==> src/mini_soc_pkg.sv <==
package mini_soc_pkg;

  // ----------------------------------------
  // Widths
  // ----------------------------------------
  localparam int unsigned AddrWidth = 16;
  localparam int unsigned DataWidth = 32;
  localparam int unsigned StrbWidth = DataWidth / 8;

  // ----------------------------------------
  // Address map
  // ----------------------------------------
  localparam int unsigned RomWords = 64;
  localparam int unsigned RamWords = 64;
  localparam logic [AddrWidth-1:0] RomBase     = 16'h0000;
  localparam logic [AddrWidth-1:0] RomLength   = 16'h0100;
  localparam logic [AddrWidth-1:0] RamBase     = 16'h1000;
  localparam logic [AddrWidth-1:0] RamLength   = 16'h0100;
  localparam logic [AddrWidth-1:0] ClintBase   = 16'h2000;
  localparam logic [AddrWidth-1:0] ClintLength = 16'h0010;
  localparam logic [DataWidth/2-1:0] RomTag    = 16'hB007;

  // Debug request hold-off after reset
  localparam int unsigned DbgDelayCycles = 50;

  typedef enum logic [1:0] {
    REGION_ROM, REGION_SRAM, REGION_CLINT, REGION_NONE
  } region_e;

  typedef enum logic [1:0] {
    CLINT_MTIME, CLINT_MTIMECMP, CLINT_MSIP, CLINT_NONE
  } clint_reg_e;

  typedef struct packed {
    logic [AddrWidth-1:0] addr;
    logic [DataWidth-1:0] wdata;
    logic [StrbWidth-1:0] strb;
    logic                 write;
    region_e              region;
    logic                 valid;
  } apb_req_t;

  typedef struct packed {
    logic [DataWidth-1:0] rdata;
    logic                 ready;
    logic                 error;
  } tgt_rsp_t;

endpackage
==> src/mini_soc_top.sv <==
`timescale 1ns/1ns

module mini_soc_top (
  input  logic                              clk_i,
  input  logic                              rst_ni,
  input  logic                              psel_i,
  input  logic                              penable_i,
  input  logic                              pwrite_i,
  input  logic [mini_soc_pkg::AddrWidth-1:0] paddr_i,
  input  logic [mini_soc_pkg::DataWidth-1:0] pwdata_i,
  input  logic [mini_soc_pkg::StrbWidth-1:0] pstrb_i,
  output logic                              pready_o,
  output logic [mini_soc_pkg::DataWidth-1:0] prdata_o,
  output logic                              pslverr_o,
  input  logic                              rtc_i,
  input  logic                              debug_req_i,
  input  logic                              debug_en_i,
  output logic                              timer_irq_o,
  output logic                              soft_irq_o,
  output logic                              debug_req_o
);

  import mini_soc_pkg::*;

  apb_req_t req;
  tgt_rsp_t rom_rsp;
  tgt_rsp_t ram_rsp;
  tgt_rsp_t clint_rsp;
  logic     done;

  // ----------------------------------------
  // Decode, targets, response
  // ----------------------------------------
  apb_decode_stage i_decode (
    .clk_i, .rst_ni, .psel_i, .penable_i, .pwrite_i, .paddr_i, .pwdata_i, .pstrb_i,
    .done_i ( done ),
    .req_o  ( req  )
  );

  boot_rom i_boot_rom (.req_i ( req ), .rsp_o ( rom_rsp ));

  data_sram i_data_sram (.clk_i, .rst_ni, .req_i ( req ), .rsp_o ( ram_rsp ));

  clint_timer i_clint (
    .clk_i, .rst_ni, .rtc_i, .req_i ( req ), .rsp_o ( clint_rsp ), .timer_irq_o, .soft_irq_o
  );

  apb_resp_stage i_resp (
    .req_i ( req ), .rom_rsp_i ( rom_rsp ), .ram_rsp_i ( ram_rsp ),
    .clint_rsp_i ( clint_rsp ), .pready_o, .prdata_o, .pslverr_o, .done_o ( done )
  );

  debug_gate i_debug_gate (.clk_i, .rst_ni, .debug_req_i, .debug_en_i, .debug_req_o);

endmodule

==> src/debug_gate.sv <==
`timescale 1ns/1ns

module debug_gate (
  input  logic clk_i,
  input  logic rst_ni,
  input  logic debug_req_i,
  input  logic debug_en_i,
  output logic debug_req_o
);

  import mini_soc_pkg::*;

  localparam int unsigned CntWidth = $clog2(DbgDelayCycles + 1);

  logic [CntWidth-1:0] cnt_q;

  // Hold-off window after reset
  always_ff @(posedge clk_i or negedge rst_ni) begin : p_cnt
    if (!rst_ni) begin
      cnt_q <= CntWidth'(DbgDelayCycles);
    end else if (cnt_q != '0) begin
      cnt_q <= cnt_q - 1'b1;
    end
  end

  // Pass only once the window has expired and debug is enabled
  assign debug_req_o = (cnt_q == '0) & debug_en_i & debug_req_i;

endmodule

==> src/apb_resp_stage.sv <==
`timescale 1ns/1ns

module apb_resp_stage (
  input  mini_soc_pkg::apb_req_t              req_i,
  input  mini_soc_pkg::tgt_rsp_t              rom_rsp_i,
  input  mini_soc_pkg::tgt_rsp_t              ram_rsp_i,
  input  mini_soc_pkg::tgt_rsp_t              clint_rsp_i,
  output logic                                pready_o,
  output logic [mini_soc_pkg::DataWidth-1:0]  prdata_o,
  output logic                                pslverr_o,
  output logic                                done_o
);

  import mini_soc_pkg::*;

  tgt_rsp_t sel_rsp;

  always_comb begin
    unique case (req_i.region)
      REGION_ROM:   sel_rsp = rom_rsp_i;
      REGION_SRAM:  sel_rsp = ram_rsp_i;
      REGION_CLINT: sel_rsp = clint_rsp_i;
      // Error slave for unmapped addresses
      default: begin
        sel_rsp.rdata = '0;
        sel_rsp.ready = 1'b1;
        sel_rsp.error = 1'b1;
      end
    endcase
  end

  assign pready_o  = req_i.valid & sel_rsp.ready;
  assign pslverr_o = pready_o & sel_rsp.error;
  assign prdata_o  = sel_rsp.error ? '0 : sel_rsp.rdata;

  // Completion releases the decode stage
  assign done_o = pready_o;

endmodule

==> src/clint_timer.sv <==
`timescale 1ns/1ns

module clint_timer (
  input  logic                   clk_i,
  input  logic                   rst_ni,
  input  logic                   rtc_i,
  input  mini_soc_pkg::apb_req_t req_i,
  output mini_soc_pkg::tgt_rsp_t rsp_o,
  output logic                   timer_irq_o,
  output logic                   soft_irq_o
);

  import mini_soc_pkg::*;

  logic [2:0]           rtc_q;
  logic                 rtc_rise;
  logic [DataWidth-1:0] mtime_q;
  logic [DataWidth-1:0] mtimecmp_q;
  logic                 msip_q;
  logic [AddrWidth-1:0] offset;
  clint_reg_e           reg_sel;
  logic                 hit;
  logic                 wr;

  assign offset = req_i.addr - ClintBase;
  assign hit    = req_i.valid && (req_i.region == REGION_CLINT);
  assign wr     = hit & req_i.write;

  always_comb begin
    case (offset[3:0])
      4'h0:    reg_sel = CLINT_MTIME;
      4'h4:    reg_sel = CLINT_MTIMECMP;
      4'h8:    reg_sel = CLINT_MSIP;
      default: reg_sel = CLINT_NONE;
    endcase
  end

  // Two-flop synchroniser plus edge detect
  assign rtc_rise = rtc_q[1] & ~rtc_q[2];

  // ----------------------------------------
  // Timer and interrupt registers
  // ----------------------------------------
  always_ff @(posedge clk_i or negedge rst_ni) begin : p_regs
    if (!rst_ni) begin
      rtc_q       <= '0;
      mtime_q     <= '0;
      mtimecmp_q  <= '1;
      msip_q      <= 1'b0;
      timer_irq_o <= 1'b0;
    end else begin
      rtc_q       <= {rtc_q[1:0], rtc_i};
      timer_irq_o <= (mtime_q >= mtimecmp_q);
      if (wr && reg_sel == CLINT_MTIME) mtime_q <= req_i.wdata;
      else if (rtc_rise)                mtime_q <= mtime_q + 1'b1;
      if (wr && reg_sel == CLINT_MTIMECMP) mtimecmp_q <= req_i.wdata;
      if (wr && reg_sel == CLINT_MSIP)     msip_q     <= req_i.wdata[0];
    end
  end

  always_comb begin
    unique case (reg_sel)
      CLINT_MTIME:    rsp_o.rdata = mtime_q;
      CLINT_MTIMECMP: rsp_o.rdata = mtimecmp_q;
      CLINT_MSIP:     rsp_o.rdata = {{(DataWidth-1){1'b0}}, msip_q};
      default:        rsp_o.rdata = '0;
    endcase
    rsp_o.ready = hit;
    rsp_o.error = hit && (reg_sel == CLINT_NONE);
  end

  assign soft_irq_o = msip_q;

  // Unused offsets never reach the registers
  a_none_no_write : assert property (@(posedge clk_i) disable iff (!rst_ni)
    (hit && reg_sel == CLINT_NONE) |=> ($stable(mtimecmp_q) && $stable(msip_q)));

endmodule

==> src/data_sram.sv <==
`timescale 1ns/1ns

module data_sram (
  input  logic                   clk_i,
  input  logic                   rst_ni,
  input  mini_soc_pkg::apb_req_t req_i,
  output mini_soc_pkg::tgt_rsp_t rsp_o
);

  import mini_soc_pkg::*;

  localparam int unsigned IdxWidth = $clog2(RamWords);

  logic [DataWidth-1:0] mem [RamWords];
  logic [DataWidth-1:0] rdata_q;
  logic [AddrWidth-1:0] offset;
  logic [AddrWidth-3:0] word_idx;
  logic                 hit;
  logic                 phase_q;

  assign offset   = req_i.addr - RamBase;
  assign word_idx = offset[AddrWidth-1:2];
  assign hit      = req_i.valid && (req_i.region == REGION_SRAM);

  // Wait-state tracking
  always_ff @(posedge clk_i or negedge rst_ni) begin : p_phase
    if (!rst_ni) begin
      phase_q <= 1'b0;
    end else begin
      phase_q <= hit & ~phase_q;
    end
  end

  // Array access in the first access cycle
  always_ff @(posedge clk_i) begin : p_mem
    if (hit && !phase_q) begin
      if (req_i.write) begin
        for (int b = 0; b < StrbWidth; b++) begin
          if (req_i.strb[b]) mem[word_idx[IdxWidth-1:0]][8*b +: 8] <= req_i.wdata[8*b +: 8];
        end
      end
      rdata_q <= mem[word_idx[IdxWidth-1:0]];
    end
  end

  assign rsp_o.rdata = rdata_q;
  assign rsp_o.ready = hit & phase_q;
  assign rsp_o.error = 1'b0;

  a_word_in_range : assert property (@(posedge clk_i) disable iff (!rst_ni)
    hit |-> (word_idx < RamWords));

endmodule

==> src/boot_rom.sv <==
`timescale 1ns/1ns

module boot_rom (
  input  mini_soc_pkg::apb_req_t req_i,
  output mini_soc_pkg::tgt_rsp_t rsp_o
);

  import mini_soc_pkg::*;

  localparam int unsigned IdxWidth = $clog2(RomWords);

  logic [DataWidth-1:0] rom_table [RomWords];
  logic [AddrWidth-1:0] offset;
  logic [IdxWidth-1:0]  index;
  logic                 hit;

  // Tagged word table, index in the lower half
  always_comb begin
    for (int i = 0; i < RomWords; i++) begin
      rom_table[i] = {RomTag, (DataWidth/2)'(i)};
    end
  end

  assign offset = req_i.addr - RomBase;
  assign index  = offset[IdxWidth+1:2];
  assign hit    = req_i.valid && (req_i.region == REGION_ROM);

  always_comb begin
    rsp_o.rdata = rom_table[index];
    rsp_o.ready = hit;
    // Read-only target
    rsp_o.error = hit & req_i.write;
  end

endmodule

==> src/apb_decode_stage.sv <==
`timescale 1ns/1ns

module apb_decode_stage (
  input  logic                              clk_i,
  input  logic                              rst_ni,
  input  logic                              psel_i,
  input  logic                              penable_i,
  input  logic                              pwrite_i,
  input  logic [mini_soc_pkg::AddrWidth-1:0] paddr_i,
  input  logic [mini_soc_pkg::DataWidth-1:0] pwdata_i,
  input  logic [mini_soc_pkg::StrbWidth-1:0] pstrb_i,
  input  logic                              done_i,
  output mini_soc_pkg::apb_req_t            req_o
);

  import mini_soc_pkg::*;

  logic     setup;
  apb_req_t req_q;

  function automatic region_e decode_region(logic [AddrWidth-1:0] addr);
    if (addr >= RomBase && addr < RomBase + RomLength) return REGION_ROM;
    if (addr >= RamBase && addr < RamBase + RamLength) return REGION_SRAM;
    if (addr >= ClintBase && addr < ClintBase + ClintLength) return REGION_CLINT;
    return REGION_NONE;
  endfunction

  // Setup phase of a new transfer
  assign setup = psel_i & ~penable_i;

  always_ff @(posedge clk_i or negedge rst_ni) begin : p_req
    if (!rst_ni) begin
      req_q <= '0;
    end else if (setup) begin
      req_q.addr   <= paddr_i;
      req_q.wdata  <= pwdata_i;
      req_q.strb   <= pstrb_i;
      req_q.write  <= pwrite_i;
      req_q.region <= decode_region(paddr_i);
      req_q.valid  <= 1'b1;
    end else if (done_i) begin
      // Completion seen by the requester
      req_q.valid <= 1'b0;
    end
  end

  assign req_o = req_q;

  // Access phase only ever follows a setup cycle
  a_setup_before_access : assert property (@(posedge clk_i) disable iff (!rst_ni)
    $rose(penable_i) |-> $past(psel_i && !penable_i));

endmodule

==> config.mk <==
export PLATFORM = sky130hd
export DESIGN_NAME = mini_soc_top
export DESIGN_NICKNAME = d
export VERILOG_FILES = /design/src/mini_soc_pkg.sv /design/src/mini_soc_top.sv /design/src/debug_gate.sv /design/src/apb_resp_stage.sv /design/src/clint_timer.sv /design/src/data_sram.sv /design/src/boot_rom.sv /design/src/apb_decode_stage.sv
export SDC_FILE = /design/constraint.sdc
export NUM_CORES = 2
export LEC_CHECK = 0
export BUFFER_PORTS_ARGS = -buffer_cell sky130_fd_sc_hd__buf_2
export CORE_MARGIN = 2
export CORE_UTILIZATION = 55
export CTS_BUF_LIST = sky130_fd_sc_hd__clkbuf_4
export CTS_CLUSTER_DIAMETER = 50
export CTS_CLUSTER_SIZE = 25
export DETAILED_ROUTE_END_ITERATION = 8
export GPL_TIMING_DRIVEN = 0
export PLACE_DENSITY = 0.74
export SLEW_MARGIN = 25
export SYNTH_ARGS = -nofsm -noshare
export SYNTH_HDL_FRONTEND = slang
export SYNTH_SLANG_ARGS = --single-unit
export TNS_END_PERCENT = 1
==> constraint.sdc <==
create_clock -name clk_i -period 4.1 [get_ports clk_i]
set_clock_uncertainty 0.15 [all_clocks]
set_input_delay 0.205 -clock clk_i [delete_from_list [all_inputs] [get_ports clk_i]]
set_output_delay 0.205 -clock clk_i [all_outputs]
set_load 0.05 [all_outputs]
## Yosys cells after proc, flatten, opt, wreduce, memory -nomap -nowiden

Memory sizes are Yosys's and may differ from the RTL's. A register that Yosys moved wholly into a read port is not among the register bits.
Cells that the tools add are included.

| cells by class | value |
|---|---|
| equality and inequality tests | 7 |
| mux-type cells | 41 |
| $lt $le $gt $ge | 8 |
| reductions and logical operators | 19 |
| bitwise logic cells | 14 |
| $add $sub $neg | 4 |

Operator list:

| kind | count |
|---|---|
| 2-to-1 mux 32 bit | 5 |
| one-hot mux 34 bit (3 select lines) | 1 |
| one-hot mux 32 bit (3 select lines) | 1 |
| adder 32 x 1 -> 32 bit (second input constant) | 1 |
| >= comparator 32 bit | 1 |
| 2-to-1 mux 1 bit | 27 |
| >= comparator 16 x 1 -> 1 bit (second input constant) | 1 |
| >= comparator 16 x 13 -> 1 bit (second input constant) | 1 |
| >= comparator 16 x 14 -> 1 bit (second input constant) | 1 |
| less-than comparator 16 x 13 -> 1 bit (second input constant) | 1 |
| less-than comparator 16 x 14 -> 1 bit (second input constant) | 1 |
| less-than comparator 16 x 9 -> 1 bit (second input constant) | 1 |
| 2-to-1 mux 2 bit | 6 |
| logical AND 1 bit | 11 |
| AND 1 bit | 10 |
| subtractor 8 x 1 -> 8 bit (second input constant) | 1 |
| >= comparator 7 bit (second input constant) | 1 |
| NOT 6 -> 7 bit | 1 |
| equality test 2 bit (second input constant) | 3 |
| logical NOT 6 bit | 1 |
| one-hot mux 2 bit (3 select lines) | 1 |
| nonzero test 6 bit | 1 |
| subtractor 6 x 1 -> 6 bit (second input constant) | 1 |
| equality test 2 x 1 -> 1 bit (second input constant) | 2 |
| 8 further kinds | 12 |

| word-level totals | value |
|---|---|
| input bits | 60 |
| memory bits (read-only) | 2048 |
| bits in writable memories | 2048 |
| word-level logic and storage cells | 108 |
| memories kept | 2 |
| output and inout port bits | 37 |
| register bits | 124 |

Memory list:

| name | words | width | read ports | clocked after Yosys merged registers in | write ports | line | RTL |
|---|---|---|---|---|---|---|---|
| (name not given) | 64 | 32 | 1 | 0 | 0 | boot_rom.sv:29 | `rsp_o.rdata = rom_table[index];` |
| i_data_sram.mem | 64 | 32 | 1 | 1 | 1 | data_sram.sv:14 | `logic [DataWidth-1:0] mem [RamWords];` |

## Longest topological paths before layout

| depth | value |
|---|---|
| depth after elaboration | 12 |
| mapped depth | 10 |
| mapped depth without buffers | 7 |

## Hierarchy

Synthesis repeated with hierarchy kept, for this count alone.

| second synthesis, totals | value |
|---|---|
| cells, all modules | 5417 |
| area, all modules | 87426.3 um^2 |

Modules (own cells, without submodules):

| module | cells an instance | sequential area each (um^2) | area each (um^2) | times used |
|---|---|---|---|---|
| data_sram | 4478 | 62484.9 | 79291.0 | 1 |
| clint_timer | 482 | 1766.7 | 4300.4 | 1 |
| apb_decode_stage | 239 | 1401.3 | 2129.5 | 1 |
| apb_resp_stage | 152 | 0.0 | 1104.8 | 1 |
| debug_gate | 29 | 153.9 | 325.3 | 1 |
| boot_rom | 37 | 0.0 | 275.3 | 1 |

## Least setup slack after synthesis

No wires, ideal clock.

| path | value |
|---|---|
| path type | reg2reg |
| from | register i_decode.req_q, in the netlist i_decode.req_o[2] |
| to | register i_data_sram.rdata_q[0], read port of i_data_sram.mem, enable pin |
| setup time | 471 ps |
| stages on the path, launching flop included | 4 |
| setup slack | 266 ps |
| required time | 3479 ps |
| period minus slack after synthesis | 3834 ps |
| data arrival time | 3213 ps |
| path buffers | 1 |
| cells stage by stage | dfrtp_1 -> clkbuf_1 -> nand2b_1 -> nor3b_1 |

| between the ends | value |
|---|---|
| word-level cells in the longest chain between the ends | 3 |

Ends and longest elaborated chain:

| what | line | RTL |
|---|---|---|
| from (decl) | apb_decode_stage.sv:19 | `apb_req_t req_q;` |
| equality test 2 x 1 -> 1 bit | data_sram.sv:23 | `assign hit = req_i.valid && (req_i.region == REGION_SRAM);` |
| logical AND 1 bit | data_sram.sv:23 |  |
| logical AND 1 bit | data_sram.sv:36 | `if (hit && !phase_q) begin` |
| to (decl) | data_sram.sv:15 | `logic [DataWidth-1:0] rdata_q;` |

No other way between the ends.
A chain may end at the register's enable or synchronous reset.

## Final worst setup path

| path | value |
|---|---|
| from | register i_decode.req_q, in the netlist i_decode.req_o[46] |
| to | register i_data_sram.rdata_q[16], read port of i_data_sram.mem (data pin) |

| between the ends | value |
|---|---|
| word-level cells in the longest chain between the ends | 1 |

Ends and longest elaborated chain:

| what | line | RTL |
|---|---|---|
| subtractor 8 x 1 -> 8 bit | data_sram.sv:21 | `assign offset = req_i.addr - RamBase;` |

No other way between the ends.

==> metrics <==
status=finished with violations; failing checks=DRC, setup timing; crit-path cells=clkbuf_1, nand2_1, or2_2, clkbuf_2, a21oi_1, a311oi_2, nand2_1; CTS Buf Count=156; worst hold path startpoint=paddr_i[1]; Fin Hold WS=0.0863 ns; DRC violation count after routing=19; 1st-pass router iterations=9; Hold Crit Class=in2reg; Min Clock Period, post-route=4.47 ns; clock root cell=clkbuf_4; Syn-to-layout area delta=11.6%; Final Cycle Share=109%; Synth Instances=4345; Max Clk Rate=224 MHz; vias in the first global route=46900; crit path capture type=register; Cell Rows=145; DR iter-0 viols=10200; worst vdd ir=0.338 mV; GR Overflow Total=0; I/O Buffers=96; largest buffer count on any clock path=3; Reg2Reg Launch Point=i_decode.req_o[46]; dpl cell area=91400 sq um; total number of vias=49500; ratio of cells with drive above 1 in the final layout=29.9%; first-pass GRT wire length=381000 microns; ys flop type=edfxtp_1; H-Tree Depth=4; Critical Path Most Common Cell=nand2_1; Pwr Density=465 nW/um^2; crit path launch=i_decode.req_o[46]; wire per inst=40.6 microns; Synth async-reset ratio=5.63%; Clock Latency Late Sink=1.44 ns; CP Launch Type=register; drt total wl=285000 microns; Leakage=30.5 nW; yosys warns=0; syn_area_per_cell=19.9 sq um; Final Hold Vio Count=0; count of pins over their slew limit=0; Ports=97; RSZ-0062 raised after global routing=yes; max_slew headroom=21.0%; most common cell after layout, fill and taps aside=edfxtp_1; CP max stage delay=0.89 ns; final cell utilization of the core=61.8%; EDFF count, synth=2080; FF-to-FF setup slack=-0.37 ns; CTS tree=yes; post-synthesis cell area=86700 sq um; TritonCTS Sinks=2204; Placer Congestion=1.01; max cap viols=0; Finished Layout Cells=7015; Nets=4904; Post-Syn Nets=4439; Setup WS post-layout=-0.371 ns; synthesized flop and latch total=2204; Tightest Pin Transition=1.18 ns; commonest non-fill, non-tap cells in the layout=edfxtp_1 (2080), mux4_2 (502), nand2_1 (219), nor2_2 (195), clkbuf_4 (189); crit path max fanout=10; Die Area=161000 sq um; final design instance area without fill=96700 sq um; drt via density=7.05; detailed placer's ending HPWL=195000 microns; Power Total=44.9 mW; largest net degree at the start of global routing=68; Routed Antenna Nets=0; core area=156000 sq um; Die Wd=401 microns; sequential element share of the synthesized area=75.7%; Initial Util=55.4%; CP max-delay cell=a21oi_1; arrival time at the worst endpoint=5.46 ns; placed insts=6558; Critical Path RT=5.09 ns; initial antenna violation count=24; crit path kind=reg2reg; clk slew on worst S/H paths=0.23 ns; # setup viols final=990; number of distinct library cells after synthesis=65; Die Ht=401 microns; total track usage=35.3%
sequential cells by signal, indices dropped and copies added, names as in the netlist:
| name | flops |
|---|---|
| i_clint.mtime_q | 32 |
| i_clint.timer_irq_o | 1 |
| i_clint.rtc_q | 3 |
| i_decode.req_o | 48 |
| i_data_sram.mem | 2048 |
| i_debug_gate.cnt_q | 6 |
| i_clint.mtimecmp_q | 32 |
| i_data_sram.phase_q | 1 |
| i_clint.soft_irq_o | 1 |
| i_data_sram.rdata_q | 32 |
synth_stat cells (3+ instances only):
cell type  instances  area share [%]
a211oi_1           5           0.043
a21o_1            10           0.087
a21oi_1           18            0.10
a221oi_1          28            0.28
a22o_1            22            0.22
a22oi_1           98            0.85
and2_1            21            0.15
and3_1             4           0.029
buf_1             27            0.12
buf_2             61            0.35
buf_4              5           0.043
buf_6              3           0.039
clkbuf_1         161            0.70
dfrtp_1           89             2.6
dfstp_2           35             1.1
edfxtp_1        2080              72
ha_1              34            0.49
inv_1             45            0.19
mux2_2            51            0.66
mux2i_1          168             1.9
mux4_2           502              13
nand2_1          222            0.96
nand2b_1           6           0.043
nand3_1           18            0.10
nand3b_1           4           0.035
nand4_1            9           0.065
nor2_1           291             1.3
nor2b_1           11           0.079
nor3_1            23            0.13
nor3b_1            4           0.035
nor4_1            11           0.079
o211ai_1           9           0.078
o21a_1             4           0.035
o21ai_0           86            0.50
o221ai_1          13            0.13
o22ai_1           82            0.59
or2_2              8           0.058
or3_1              4           0.029
or4_1             17            0.15
xnor2_1           22            0.22
xor2_1             4           0.040
report_power, final:
group,internal (mW),total (mW),switching [mW]
combinational,2.58,7.83,5.25
clock,3.35,11.2,7.88
sequential,25.4,25.9,0.441
layer usage:
| metal | vias to the layer above | GRT usage, % | share of wire, % |
|---|---|---|---|
| met5 | - | 0 | 0.063 |
| met4 | 20 | 20.5 | 7.5 |
| met3 | 1008 | 14.4 | 17 |
| met2 | 4616 | 51.8 | 44 |
| met1 | 25100 | 44.9 | 32 |
| li1 | 18700 | - | - |
critical path: cells and delay by family (launching register included):
| kind | cells | cell delay, ns |
|---|---|---|
| flip-flops | 1 | 0.44 |
| buffers and inverters | 2 | 0.90 |
| AND/OR/NAND/NOR | 3 | 1.58 |
| AO/OA/AOI/OAI | 2 | 1.09 |
metrics by stage:
step	setup TNS, ns	worst slack (ns)
after CTS	-3.13	-0.258
after floorplan	0	0.266
after detailed placement	-762.33	-0.911
final	-99.50	-0.371
after global routing	-3.41	-0.249
after global placement	-1859.19	-1.55
area by class of cell:
type	count	area, sq um
well taps	2058	2570
repair buffers	308	3460
multi-input cells	1839	20500
clock inverters	126	1550
diodes	13	32.5
flip-flops and latches	2204	65700
clock buffers	166	1250
plain buffers	256	1440
fillers	10700	59700
inverters	45	169
logic make-up (layout without fill, tap and decap cells):
group | count (synthesis) | after routing | synth area share [%]
and+or+nand+nor | 668 | 668 | 3.37
muxes | 721 | 721 | 15.6
xor gates and xnor gates | 26 | 26 | 0.263
DFF | 2204 | 2204 | 75.7
adders and majority gates | 34 | 34 | 0.491
AOI/OAI and AO/OA | 390 | 390 | 3.08
buffers and inverters | 302 | 901 | 1.44
other | 0 | 13 | 0
what timing repair did:
item,CTS,global route
hold buffers,149,0
buffers inserted,0,4
endpoints found under the setup margin,1772,1332
endpoints found under the hold margin,173,0
resized for setup,222,119
path summary, 6_finish.rpt:
kind                       cells past startpoint                 endpoint
setup / recovery                               7  i_data_sram.rdata_q[16]
hold / removal                                 4       i_decode.req_o[41]
setup reg to reg                               7  i_data_sram.rdata_q[16]
hold reg to reg                                0         i_clint.rtc_q[1]
max in group asynchronous                      6   i_clint.mtimecmp_q[12]
min in group asynchronous                      5       i_decode.req_o[44]
No activity file was read; power rests on OpenSTA's default activity.
